[config.mk]
export PLATFORM = sky130hd
export DESIGN_NAME = lineFollowerTop
export DESIGN_NICKNAME = d
export VERILOG_FILES = /design/src/design/carPkg.sv /design/src/design/lineFollowerTop.sv /design/src/design/digitCodes.sv /design/src/design/statusLeds.sv /design/src/design/phaseTimer.sv /design/src/design/routeFsm.sv
export VERILOG_INCLUDE_DIRS = /design/src /design/src/include
export SDC_FILE = /design/constraint.sdc
export NUM_CORES = 1
export LEC_CHECK = 0
export ABC_AREA = 1
export BUFFER_PORTS_ARGS = -buffer_cell sky130_fd_sc_hd__buf_4
export CAP_MARGIN = 20
export CORE_ASPECT_RATIO = 1.1
export CORE_UTILIZATION = 30
export DETAILED_ROUTE_END_ITERATION = 8
export GPL_ROUTABILITY_DRIVEN = 0
export GPL_TIMING_DRIVEN = 1
export PLACE_DENSITY = 0.58
export SLEW_MARGIN = 20
export SYNTH_ARGS = -nofsm -noshare
export SYNTH_HDL_FRONTEND = slang
export SYNTH_SLANG_ARGS = --single-unit
[constraint.sdc]
create_clock -name clk -period 5.36 [get_ports clk]
set_clock_uncertainty 0.15 [all_clocks]
set_input_delay 0.268 -clock clk [delete_from_list [all_inputs] [get_ports clk]]
set_output_delay 0.268 -clock clk [all_outputs]
set_load 0.05 [all_outputs]
[src/include/car_cfg.svh]
`ifndef CAR_CFG_SVH
`define CAR_CFG_SVH

// clock cycles per timer tick, scaled down from the board rate
`define CAR_TICK_CYCLES 8

// countdown length in ticks
`define CAR_COUNT_TICKS 3

// stop pause length in ticks
`define CAR_STOP_TICKS 2

// half period of the flashing middle LEDs, in cycles
`define CAR_FLASH_CYCLES 4

// choose lamp rotation period, in cycles
`define CAR_LAMP_CYCLES 6

// 111 samples needed in RIGHT before the turn counts as done
`define CAR_RIGHT_CONFIRM 3

// width of the cycle dividers
`define CAR_DIV_WIDTH 8

// width of the tick counter
`define CAR_TICK_WIDTH 3

`endif
[src/design/carPkg.sv]
package carPkg;

    // route FSM states, values match the motor block modes
    typedef enum logic [4:0] {
        IDLE         = 5'd0,
        START        = 5'd1,
        COUNT        = 5'd2,
        STRAIGHT     = 5'd3,
        CHOOSE       = 5'd4,
        LEFT         = 5'd5,
        RIGHT        = 5'd6,
        BACK         = 5'd7,
        LITTLE_LEFT  = 5'd8,
        LITTLE_RIGHT = 5'd9,
        STOP         = 5'd30,
        ERROR        = 5'd31
    } routeState_t;

    // floor sensor patterns, left sensor in the msb
    typedef enum logic [2:0] {
        ROAD_LOST         = 3'b000,
        LITTLE_RIGHT_ROAD = 3'b001,
        STRAIGHT_ROAD     = 3'b010,
        RIGHT_ROAD        = 3'b011,
        LITTLE_LEFT_ROAD  = 3'b100,
        FORK_ROAD         = 3'b101,
        LEFT_ROAD         = 3'b110,
        CROSS_ROAD        = 3'b111
    } roadPattern_t;

    typedef struct packed {
        logic       countDone;
        logic [1:0] countDigit;
        logic       resumeGo;
        logic       flash;
    } timerStatus_t;

    typedef struct packed {
        routeState_t state;
        routeState_t resumeTarget;
        logic        checkpointSet;
    } routeStatus_t;

    typedef struct packed {
        logic [3:0] digit0;
        logic [3:0] digit1;
        logic [3:0] digit2;
        logic [3:0] digit3;
    } digitCodes_t;

endpackage

[src/design/lineFollowerTop.sv]
module lineFollowerTop (
    input  logic                 clk,
    input  logic                 rst,
    input  logic                 runEnable,
    input  carPkg::roadPattern_t roadPattern,
    output logic [15:0]          led,
    output carPkg::digitCodes_t  digits,
    output carPkg::routeState_t  driveMode
);
    carPkg::routeStatus_t route;
    carPkg::timerStatus_t timer;

    routeFsm i_routeFsm (
        .clk         (clk),
        .rst         (rst),
        .runEnable   (runEnable),
        .roadPattern (roadPattern),
        .timer       (timer),
        .route       (route)
    );

    phaseTimer i_phaseTimer (
        .clk   (clk),
        .rst   (rst),
        .route (route),
        .timer (timer)
    );

    statusLeds i_statusLeds (
        .clk         (clk),
        .rst         (rst),
        .route       (route),
        .timer       (timer),
        .roadPattern (roadPattern),
        .led         (led)
    );

    digitCodes i_digitCodes (
        .route  (route),
        .timer  (timer),
        .digits (digits)
    );

    // motor mode is the route state itself
    assign driveMode = route.state;

endmodule

[src/design/digitCodes.sv]
module digitCodes (
    input  carPkg::routeStatus_t route,
    input  carPkg::timerStatus_t timer,
    output carPkg::digitCodes_t  digits
);
    logic [3:0] cpCode;

    assign cpCode = {3'b000, route.checkpointSet};

    always_comb begin
        case (route.state)
            carPkg::IDLE: digits = '{4'd1, 4'd12, 4'd13, 4'd14};
            carPkg::START: digits = '{4'd11, 4'd11, 4'd11, 4'd11};
            carPkg::COUNT: digits = '{4'd11, 4'd11, 4'd11, {2'b00, timer.countDigit}};
            carPkg::STRAIGHT, carPkg::LITTLE_LEFT, carPkg::LITTLE_RIGHT:
                digits = '{4'd10, 4'd2, 4'd11, cpCode};
            carPkg::CHOOSE: digits = '{4'd10, 4'd1, 4'd11, cpCode};
            carPkg::LEFT: digits = '{4'd10, 4'd3, 4'd11, cpCode};
            carPkg::RIGHT: digits = '{4'd10, 4'd4, 4'd11, cpCode};
            carPkg::BACK: digits = '{4'd0, 4'd0, 4'd0, 4'd0};
            carPkg::STOP: begin
                digits = '{4'd0, 4'd0, 4'd0, 4'd15};
                // last digit tells where the car goes after the pause
                case (route.resumeTarget)
                    carPkg::BACK: digits.digit3 = 4'd13;
                    carPkg::LEFT: digits.digit3 = 4'd13;
                    carPkg::RIGHT: digits.digit3 = 4'd15;
                    carPkg::STRAIGHT: digits.digit3 = 4'd0;
                    default: digits.digit3 = 4'd15;
                endcase
            end
            default: digits = '{4'd15, 4'd15, 4'd15, 4'd15};
        endcase
    end

endmodule

[src/design/statusLeds.sv]
`include "car_cfg.svh"

module statusLeds (
    input  logic                 clk,
    input  logic                 rst,
    input  carPkg::routeStatus_t route,
    input  carPkg::timerStatus_t timer,
    input  carPkg::roadPattern_t roadPattern,
    output logic [15:0]          led
);
    localparam logic [`CAR_DIV_WIDTH-1:0] LAMP_LAST = `CAR_LAMP_CYCLES - 1;

    logic [`CAR_DIV_WIDTH-1:0] lampCnt;
    logic [2:0]                chooseLamp;
    logic [4:0]                stateBits;
    logic [5:0]                motionBits;

    // rotating lamp while waiting in CHOOSE
    always_ff @(posedge clk or posedge rst) begin
        if (rst) begin
            lampCnt <= '0;
            chooseLamp <= 3'b001;
        end else if (route.state != carPkg::CHOOSE) begin
            lampCnt <= '0;
            chooseLamp <= 3'b001;
        end else if (lampCnt == LAMP_LAST) begin
            lampCnt <= '0;
            chooseLamp <= {chooseLamp[1:0], chooseLamp[2]};
        end else begin
            lampCnt <= lampCnt + 1'b1;
        end
    end

    // left group, one pattern per state
    always_comb begin
        case (route.state)
            carPkg::START: stateBits = 5'b00001;
            carPkg::COUNT: stateBits = 5'b00010;
            carPkg::STRAIGHT: stateBits = 5'b01000;
            carPkg::CHOOSE: stateBits = {chooseLamp, 2'b00};
            carPkg::LEFT: stateBits = 5'b10000;
            carPkg::RIGHT: stateBits = 5'b00100;
            carPkg::STOP: stateBits = 5'b11100;
            carPkg::BACK: stateBits = 5'b01010;
            carPkg::ERROR: stateBits = 5'b11111;
            default: stateBits = 5'b00000;
        endcase
    end

    // middle group shows the heading
    always_comb begin
        case (route.state)
            carPkg::COUNT, carPkg::BACK: motionBits = timer.flash ? 6'b000000 : 6'b111111;
            carPkg::STRAIGHT: motionBits = 6'b001100;
            carPkg::RIGHT: motionBits = 6'b000011;
            carPkg::LEFT: motionBits = 6'b110000;
            carPkg::STOP: motionBits = 6'b111111;
            default: motionBits = 6'b000000;
        endcase
    end

    // raw sensor bits sit in the low three LEDs
    assign led = {stateBits, 1'b0, motionBits, 1'b0, roadPattern};

endmodule

[src/design/phaseTimer.sv]
`include "car_cfg.svh"

module phaseTimer (
    input  logic                 clk,
    input  logic                 rst,
    input  carPkg::routeStatus_t route,
    output carPkg::timerStatus_t timer
);
    localparam logic [`CAR_DIV_WIDTH-1:0] TICK_LAST = `CAR_TICK_CYCLES - 1;
    localparam logic [`CAR_DIV_WIDTH-1:0] FLASH_LAST = `CAR_FLASH_CYCLES - 1;
    localparam logic [`CAR_TICK_WIDTH-1:0] COUNT_TICKS = `CAR_COUNT_TICKS;
    localparam logic [`CAR_TICK_WIDTH-1:0] COUNT_LAST = `CAR_COUNT_TICKS - 1;
    localparam logic [`CAR_TICK_WIDTH-1:0] STOP_LAST = `CAR_STOP_TICKS - 1;

    carPkg::routeState_t        lastState;
    logic [`CAR_DIV_WIDTH-1:0]  cycleCnt;
    logic [`CAR_DIV_WIDTH-1:0]  cycleNow;
    logic [`CAR_TICK_WIDTH-1:0] tickCnt;
    logic [`CAR_TICK_WIDTH-1:0] tickNow;
    logic [`CAR_TICK_WIDTH-1:0] remaining;
    logic [`CAR_DIV_WIDTH-1:0]  flashCnt;
    logic [`CAR_DIV_WIDTH-1:0]  flashNow;
    logic                       flashReg;
    logic                       flashLevel;
    logic                       fresh;
    logic                       tickRun;
    logic                       flashRun;
    logic                       tick;

    assign tickRun = route.state inside {carPkg::COUNT, carPkg::STOP, carPkg::BACK};
    assign flashRun = route.state inside {carPkg::COUNT, carPkg::BACK};

    // first cycle of a new state sees all counters at zero, so BACK into STOP restarts
    assign fresh = route.state != lastState;
    assign cycleNow = fresh ? '0 : cycleCnt;
    assign tickNow = fresh ? '0 : tickCnt;
    assign flashNow = fresh ? '0 : flashCnt;
    assign flashLevel = fresh ? 1'b0 : flashReg;

    assign tick = tickRun && (cycleNow == TICK_LAST);
    assign remaining = COUNT_TICKS - tickNow;

    always_ff @(posedge clk or posedge rst) begin
        if (rst) begin
            lastState <= carPkg::IDLE;
            cycleCnt <= '0;
            tickCnt <= '0;
            flashCnt <= '0;
            flashReg <= 1'b0;
        end else begin
            lastState <= route.state;
            if (tickRun) begin
                cycleCnt <= tick ? '0 : cycleNow + 1'b1;
                tickCnt <= tick ? tickNow + 1'b1 : tickNow;
            end else begin
                cycleCnt <= '0;
                tickCnt <= '0;
            end
            if (!flashRun) begin
                flashCnt <= '0;
                flashReg <= 1'b0;
            end else if (flashNow == FLASH_LAST) begin
                flashCnt <= '0;
                flashReg <= ~flashLevel;
            end else begin
                flashCnt <= flashNow + 1'b1;
                flashReg <= flashLevel;
            end
        end
    end

    always_comb begin
        timer.countDone = (route.state == carPkg::COUNT) && tick && (tickNow == COUNT_LAST);
        timer.countDigit = (route.state == carPkg::COUNT) ? remaining[1:0] : 2'd0;
        timer.resumeGo = (route.state == carPkg::STOP) && tick && (tickNow == STOP_LAST);
        timer.flash = flashRun && flashLevel;
    end

    // remaining count must fit the two-bit digit for the whole countdown
    countDigitRange: assert property (@(posedge clk) disable iff (rst)
        (route.state == carPkg::COUNT) |-> (remaining >= 1 && remaining <= 3))
        else $error("countdown digit out of range: %0d", remaining);

endmodule

[src/design/routeFsm.sv]
`include "car_cfg.svh"

module routeFsm (
    input  logic                 clk,
    input  logic                 rst,
    input  logic                 runEnable,
    input  carPkg::roadPattern_t roadPattern,
    input  carPkg::timerStatus_t timer,
    output carPkg::routeStatus_t route
);
    // checkpoint flag slots
    localparam int CP_STRAIGHT = 0;
    localparam int CP_CHOOSE = 1;
    localparam int CP_LEFT = 2;
    localparam int CP_RIGHT = 3;

    localparam int CONFIRM_W = $clog2(`CAR_RIGHT_CONFIRM + 1);
    localparam logic [CONFIRM_W-1:0] RIGHT_CONFIRM = `CAR_RIGHT_CONFIRM;

    carPkg::routeState_t  state;
    carPkg::routeState_t  nextState;
    carPkg::routeState_t  resumeTarget;
    carPkg::routeState_t  resumeNext;
    logic [3:0]           checkpoint;
    logic [3:0]           cpRegion;
    logic [CONFIRM_W-1:0] rightCnt;
    logic                 rightDone;
    logic                 crossSeen;
    logic                 forkSeen;

    assign crossSeen = roadPattern == carPkg::CROSS_ROAD;
    assign forkSeen = roadPattern == carPkg::FORK_ROAD;
    assign rightDone = rightCnt == RIGHT_CONFIRM;

    // which checkpoint belongs to the current state
    always_comb begin
        cpRegion = '0;
        cpRegion[CP_STRAIGHT] = state inside {carPkg::STRAIGHT, carPkg::LITTLE_LEFT,
                                              carPkg::LITTLE_RIGHT};
        cpRegion[CP_CHOOSE] = state == carPkg::CHOOSE;
        cpRegion[CP_LEFT] = state == carPkg::LEFT;
        cpRegion[CP_RIGHT] = state == carPkg::RIGHT;
    end

    always_comb begin
        nextState = state;
        resumeNext = resumeTarget;
        case (state)
            carPkg::IDLE:
                if (runEnable) nextState = carPkg::START;
            carPkg::START:
                if (roadPattern == carPkg::STRAIGHT_ROAD) nextState = carPkg::COUNT;
            carPkg::COUNT:
                if (timer.countDone) nextState = carPkg::STRAIGHT;
            carPkg::STRAIGHT, carPkg::LITTLE_LEFT, carPkg::LITTLE_RIGHT: begin
                case (roadPattern)
                    carPkg::LITTLE_RIGHT_ROAD: nextState = carPkg::LITTLE_RIGHT;
                    carPkg::LITTLE_LEFT_ROAD: nextState = carPkg::LITTLE_LEFT;
                    carPkg::ROAD_LOST: begin
                        nextState = carPkg::STOP;
                        resumeNext = carPkg::BACK;
                    end
                    carPkg::CROSS_ROAD:
                        if (checkpoint[CP_STRAIGHT]) nextState = carPkg::CHOOSE;
                    default: nextState = carPkg::STRAIGHT;
                endcase
            end
            carPkg::CHOOSE: begin
                if (forkSeen) begin
                    nextState = carPkg::STOP;
                    resumeNext = carPkg::LEFT;
                end else if (crossSeen && checkpoint[CP_CHOOSE]) begin
                    nextState = carPkg::STRAIGHT;
                end
            end
            carPkg::LEFT: begin
                if (forkSeen) begin
                    nextState = carPkg::STOP;
                    resumeNext = carPkg::RIGHT;
                end else if (crossSeen && checkpoint[CP_LEFT]) begin
                    nextState = carPkg::STOP;
                    resumeNext = carPkg::STRAIGHT;
                end
            end
            carPkg::RIGHT: begin
                // only a confirmed turn may leave RIGHT
                if (crossSeen && checkpoint[CP_RIGHT] && rightDone) begin
                    nextState = carPkg::STOP;
                    resumeNext = carPkg::STRAIGHT;
                end else if (forkSeen && rightDone) begin
                    nextState = carPkg::ERROR;
                end
            end
            carPkg::BACK: begin
                if (crossSeen) begin
                    nextState = carPkg::STOP;
                    resumeNext = carPkg::LEFT;
                end
            end
            carPkg::STOP:
                if (timer.resumeGo) nextState = resumeTarget;
            carPkg::ERROR:
                if (!runEnable) nextState = carPkg::IDLE;
            default: nextState = carPkg::IDLE;
        endcase
    end

    always_ff @(posedge clk or posedge rst) begin
        if (rst) begin
            state <= carPkg::IDLE;
            resumeTarget <= carPkg::IDLE;
        end else if (!runEnable) begin
            state <= carPkg::IDLE;
            resumeTarget <= carPkg::IDLE;
        end else begin
            state <= nextState;
            resumeTarget <= resumeNext;
        end
    end

    // a flag is armed by any non-cross sample and dropped once its state is left
    always_ff @(posedge clk or posedge rst) begin
        if (rst) begin
            checkpoint <= '0;
        end else begin
            for (int i = 0; i < 4; i++) begin
                if (cpRegion[i] && !crossSeen) begin
                    checkpoint[i] <= 1'b1;
                end else if (!cpRegion[i]) begin
                    checkpoint[i] <= 1'b0;
                end
            end
            // straight family starts armed after the countdown
            if (state == carPkg::COUNT && timer.countDone && runEnable) begin
                checkpoint[CP_STRAIGHT] <= 1'b1;
            end
        end
    end

    // counts 111 samples while turning right
    always_ff @(posedge clk or posedge rst) begin
        if (rst) begin
            rightCnt <= '0;
        end else if (state != carPkg::RIGHT) begin
            rightCnt <= '0;
        end else if (crossSeen && !rightDone) begin
            rightCnt <= rightCnt + 1'b1;
        end
    end

    always_comb begin
        route.state = state;
        route.resumeTarget = resumeTarget;
        route.checkpointSet = |(checkpoint & cpRegion);
    end

    runLowToIdle: assert property (@(posedge clk) disable iff (rst)
        !runEnable |=> state == carPkg::IDLE)
        else $error("state did not return to IDLE after runEnable went low");

    stopResumeValid: assert property (@(posedge clk) disable iff (rst)
        ((state != carPkg::STOP) ##1 (state == carPkg::STOP)) |-> resumeTarget != carPkg::STOP)
        else $error("STOP entered with STOP as resume target");

endmodule

* After elaboration in Yosys (flattened, before gate mapping) *
Index checks and enable logic that the tools add are counted.

cells by class
  eq/ne operators = 45
  reductions and logical operators = 33
  $add $sub $neg = 6
  bitwise operators = 2
  mux-type cells = 54

operator list
  operator                                                number
  case mux 16 bit (9 select lines)                        1
  two-way mux 5 bit                                       19
  two-way mux 8 bit                                       8
  case mux 5 bit (10 select lines)                        1
  case mux 5 bit (9 select lines)                         1
  == test 5 x 3 -> 1 bit (second input constant)          6
  case mux 6 bit (5 select lines)                         1
  case mux 5 bit (5 select lines)                         1
  adder 8 x 1 -> 8 bit (second input constant)            3
  inequality test 3 bit (second input constant)           7
  case mux 5 bit (4 select lines)                         1
  logical AND 1 bit                                       18
  == test 8 x 3 -> 1 bit (second input constant)          2
  inequality test 4 bit (second input constant)           4
  == test 5 x 2 -> 1 bit (second input constant)          3
  two-way mux 3 bit                                       5
  two-way mux 1 bit                                       12
  == test 5 x 4 -> 1 bit (second input constant)          2
  == test 5 bit (second input constant)                   2
  inequality test 5 x 3 -> 1 bit (second input constant)  2
  == test 3 bit (second input constant)                   3
  AND reduction 9 bit                                     1
  == test 8 x 2 -> 1 bit (second input constant)          1
  inequality test 2 bit (second input constant)           4
  other kinds (24)                                        32

storage, ports and cells
  bits of input ports = 6
  output and inout port bits = 37
  word-level logic and storage cells = 154
  bits in registers = 52

* Logic depth before layout (Yosys ltp) *
  depth after elaboration = 9
  gate-level depth with buffers = 20
  mapped depth without buffers = 18

* By module *
From an unflattened synthesis, not the netlist that was laid out.

unflattened totals
  cells, all modules = 601
  area, all modules = 3986.3 µm²

modules (own cells, without submodules)
  module      cells an instance  times used  seq. area each (µm²)  area an instance (µm²)
  phaseTimer  227                1           625.6                 1624.1
  routeFsm    177                1           350.3                 1178.6
  statusLeds  133                1           276.5                 863.3
  digitCodes  64                 1           0.0                   320.3

* Worst setup path before layout *
No wires, ideal clock.

  path kind = flip-flop to output port
  start = register i_routeFsm.state[4]
  end = output digits[13] in the netlist's numbering
  arrival time = 3329 ps
  stages on the path, launching flop included = 12
  path slack = 1613 ps
  required time = 4942 ps
  path buffers = 1
  cell sequence = dfrtp_1 inv_1 nand3_2 inv_2 nand2_4 inv_1 nor2_1 nand3_1 a21oi_2 inv_1 nand3_1 buf_4

RTL lines
  element                 line                  RTL
  from (decl)             routeFsm.sv:20        carPkg::routeState_t state;
  from (signal assigned)  routeFsm.sv:110       state <= carPkg::IDLE;
  from (signal assigned)  routeFsm.sv:113       state <= carPkg::IDLE;
  from (signal assigned)  routeFsm.sv:116       state <= nextState;
  to (decl)               lineFollowerTop.sv:7  output carPkg::digitCodes_t digits,

==> metrics.md <==
| Metric | Value |
|---|---|
| Sequential area share after synthesis | `36.76%` |
| Total power per unit cell area | `536.4 nW/um^2` |
| Avg Cell Area, Syn | `7.311 sq um` |
| Die Y | `113.8 um` |
| Clock buffer depth | `2` |
| Initial antenna violation count | `0` |
| Antenna-violating nets left | `0` |
| CTS root buffer | `clkbuf_16` |
| Slew margin rel. | `62.58%` |
| First-pass GRT wire length | `14,230 um` |
| Max Freq | `323.2 MHz` |
| Type of the worst min-delay path | `input port to flip-flop` |
| Most area-consuming cells after synthesis | `dfrtp_1 (36%), nand2_1 (9.6%), inv_1 (7.6%), nor2_1 (7.2%), nand3_1 (5.0%)` |
| Row count | `40` |
| Top-area cell type share of the netlist area | `35.99%` |
| Setup total negative slack | `0 ns` |
| DRT iter0 DRCs | `162` |
| I/O pins | `43` |
| Slew Viols, Final | `0` |
| CTS tree | `built` |
| Crit path largest cell delay | `0.48 ns` |
| Critical Path RT | `4.94 ns` |
| Endpoints failing hold | `0` |
| Core Region | `11,010 sq um` |
| Status | `complete, no violations` |
| Unique masters post-synth | `43` |
| Leakage power | `1.966 nW` |
| H-tree levels | `2` |
| GRT overflow | `0` |
| Synthesis-to-layout area growth | `14.47%` |
| Crit Path Max Fanout | `7` |
| Most used cell, CP | `inv_1` |
| Ys Warns | `0` |
| Die ar. | `approximately 12,000 sq um` |
| Most instantiated cells after synthesis | `nand2_1 (87), inv_1 (69), nor2_1 (65)` |
| Most frequent cell after synthesis | `nand2_1` |
| Ant diodes | `0` |
| Post-DP HPWL | `6358 um` |
| Worst-path cell chain | `inv_1 -> nand3_2 -> inv_2 -> nand2_1 -> inv_1 -> nor2_1 -> nand3_1 -> a21oi_2 -> nor3_1 -> o21ai_0 -> buf_4` |
| 1st-pass router iterations | `4` |
| Final nets | `508` |
| Main flop type after synthesis | `dfrtp_1` |
| Vias | `2,997` |
| Slowest stage cell, crit path | `dfrtp_1` |
| Vias in the first global route | `2,879` |
| Final Worst Setup Slack | `2.266 ns` |
| Min Clock Period, post-route | `3.094 ns` |
| Wire per inst | `12.87 um` |
| Setup Viol. Count Final | `0` |
| Maxcap violations | `0` |
| Arrival time worst endpoint | `around 2.7 ns` |
| FFs w/ async S/R, synth | `100.0%` |
| I/O Buffers | `40` |
| Finished Layout Cells | `642` |
| Post-Place Cells | `approximately 630` |
| Setup repair bufs after CTS | `0` |
| Worst-path clk slew | `0.07 ns` |
| Latest clock arrival within the worst-skew pair | `0.29 ns` |
| Max IR drop VDD | `0.5847 mV` |
| DP Worst Slack | `approximately 2.4 ns` |
| Critical Path Sink Type | `primary output` |
| Cells after Synth | `466` |
| Fraction of layout instances using a drive strength above 1 | `between 10% and 20%` |
| Tcrit/Tclk final | `~58%` |
| Critical path type | `flip-flop to primary output` |
| FF+latch count, synth | `50` |
| Vias per inst | `4.668` |
| Worst-Margin Slew | `roughly 0.56 ns` |
| Initial Util | `30.94%` |
| Final-layout fill cell count | `1,200` |
| CTS resizes | `0` |
| Total routed wirelength | `8262 um` |
| Leading area contributor after synthesis | `dfrtp_1` |
| Sink Count | `50` |
| RSZ-0062 raised after global routing | `no` |
| Chip Width | `~100 um` |
| Largest net degree at the start of global routing | `28` |
| Number of flops mapped to enable cells by yosys | `0` |
| Drt drc | `0` |
| GRT Total Usage | `roughly 15%` |
| Critical Path Source Type | `flip-flop` |
| TritonCTS Buffers | `5` |
| Cell area after synthesis | `3407 sq um` |
[cells by family (layout without fill, tap and decap cells)]
logic type      after synthesis  count (layout)  share of synthesized area (%)
compound gates               62              62                          10.69
xor+xnor                      5               5                          1.285
fa+ha+maj                     8               8                          2.938
buf+inv                     101             129                          13.96
flops                        50              50                          36.76
other cells                   1               2                         0.1101
simple gates                239             239                          34.26
[area by class of cell]
type | count | area (sq um) | area share [%]
tap | 147 | 183.9 | 4.716
timing repair buffer | 42 | 330.3 | 8.470
multi-input combinational | 316 | 1683 | 43.15
sequential | 50 | 1252 | 32.11
clock inverter | 2 | 12.51 | 0.3208
inverter | 79 | 299.0 | 7.668
clock buffer | 6 | 138.9 | 3.561
[worst max-delay path: cells and delay by family, from the launching register on]
family | cells | cell delay, ns
AND/OR/NAND/NOR | 5 | 0.97
flip-flops | 1 | 0.48
AO/OA/AOI/OAI | 2 | 0.26
buffers and inverters | 4 | 0.66
[placed cells by master (no fill, tap or decap), types with 3 or more instances in the layout]
cell type / instances
nand3_1: 34
nor3_1: 8
inv_2: 9
nand3_2: 3
nand2_2: 6
nor2_2: 8
nand4_1: 9
a31oi_1: 3
o211ai_1: 4
inv_1: 68
o22ai_1: 3
a21oi_1: 23
nand2_4: 4
nor2_4: 3
nor3b_1: 3
nor2_1: 65
buf_4: 40
xor2_1: 4
nand2_1: 87
o21ai_0: 20
ha_1: 8
clkbuf_16: 5
dfrtp_1: 49
[stage by stage]
stage | util (%) | hold slack, ns | instance area [sq um] | total power (W)
final | 35.42 | 0.1737 | 3900 | 0.002092
after detailed placement | 33.95 | 0.2071 | 3739 | 0.001776
after CTS | 35.42 | 0.1684 | 3900 | 0.002114
after global routing | 35.42 | 0.1873 | 3900 | 0.002213
after global placement | 33.77 | 0.3037 | 3719 | 0.001769
after floorplan | - | 0.2261 | 3411 | 0.001501
[sequential cells by signal, summed over array words and instances (netlist names)]
name and flops:
i_statusLeds.lampCnt 8, i_routeFsm.resumeTarget 3, i_phaseTimer.tickCnt 3, i_phaseTimer.flashReg 1, i_routeFsm.state 5, i_phaseTimer.flashCnt 8, i_routeFsm.rightCnt 2, i_phaseTimer.cycleCnt 8
i_phaseTimer.lastState 5, i_statusLeds.chooseLamp 3, i_routeFsm.checkpoint 4
[final timing paths]
kind,endpoint,cells past startpoint,start,slack [ns]
worst max-delay path,digits[8],11,i_routeFsm.state[4]$_DFFE_PP0P_,2.27
worst min-delay path,i_routeFsm.resumeTarget[2]$_DFFE_PP0P_,3,runEnable,0.17
worst max register to register,i_routeFsm.state[1]$_DFFE_PP0P_,16,i_routeFsm.state[0]$_DFFE_PP0P_,2.43
worst min register to register,i_statusLeds.chooseLamp[0]$_DFFE_PP1P_,2,i_statusLeds.chooseLamp[0]$_DFFE_PP1P_,0.32
max in group asynchronous,i_routeFsm.state[0]$_DFFE_PP0P_,4,rst,4.10
min in group asynchronous,i_statusLeds.lampCnt[7]$_DFF_PP0_,3,rst,0.43
[power by group]
group	switching, W	internal, W
Combinational	0.000977	0.000331
Sequential	0.0000416	0.000413
Clock	0.000144	0.000185
Total	0.00116	0.000929
[what timing repair did]
action	CTS	global route
setup endpoints to repair	0	0
hold buffers	1	0
hold endpoints to repair	22	0
[metal layers]
| layer | wire (um) | up-vias | GRT usage, % |
|---|---|---|---|
| met5 | 0 | - | 0 |
| met4 | 136 | 0 | 5.411 |
| met3 | 267 | 10 | 2.629 |
| met2 | 4039 | 53 | 25.95 |
| met1 | 3818 | 1402 | 18.55 |
| li1 | - | 1532 | - |
No activity file was read; power rests on OpenSTA's default activity.
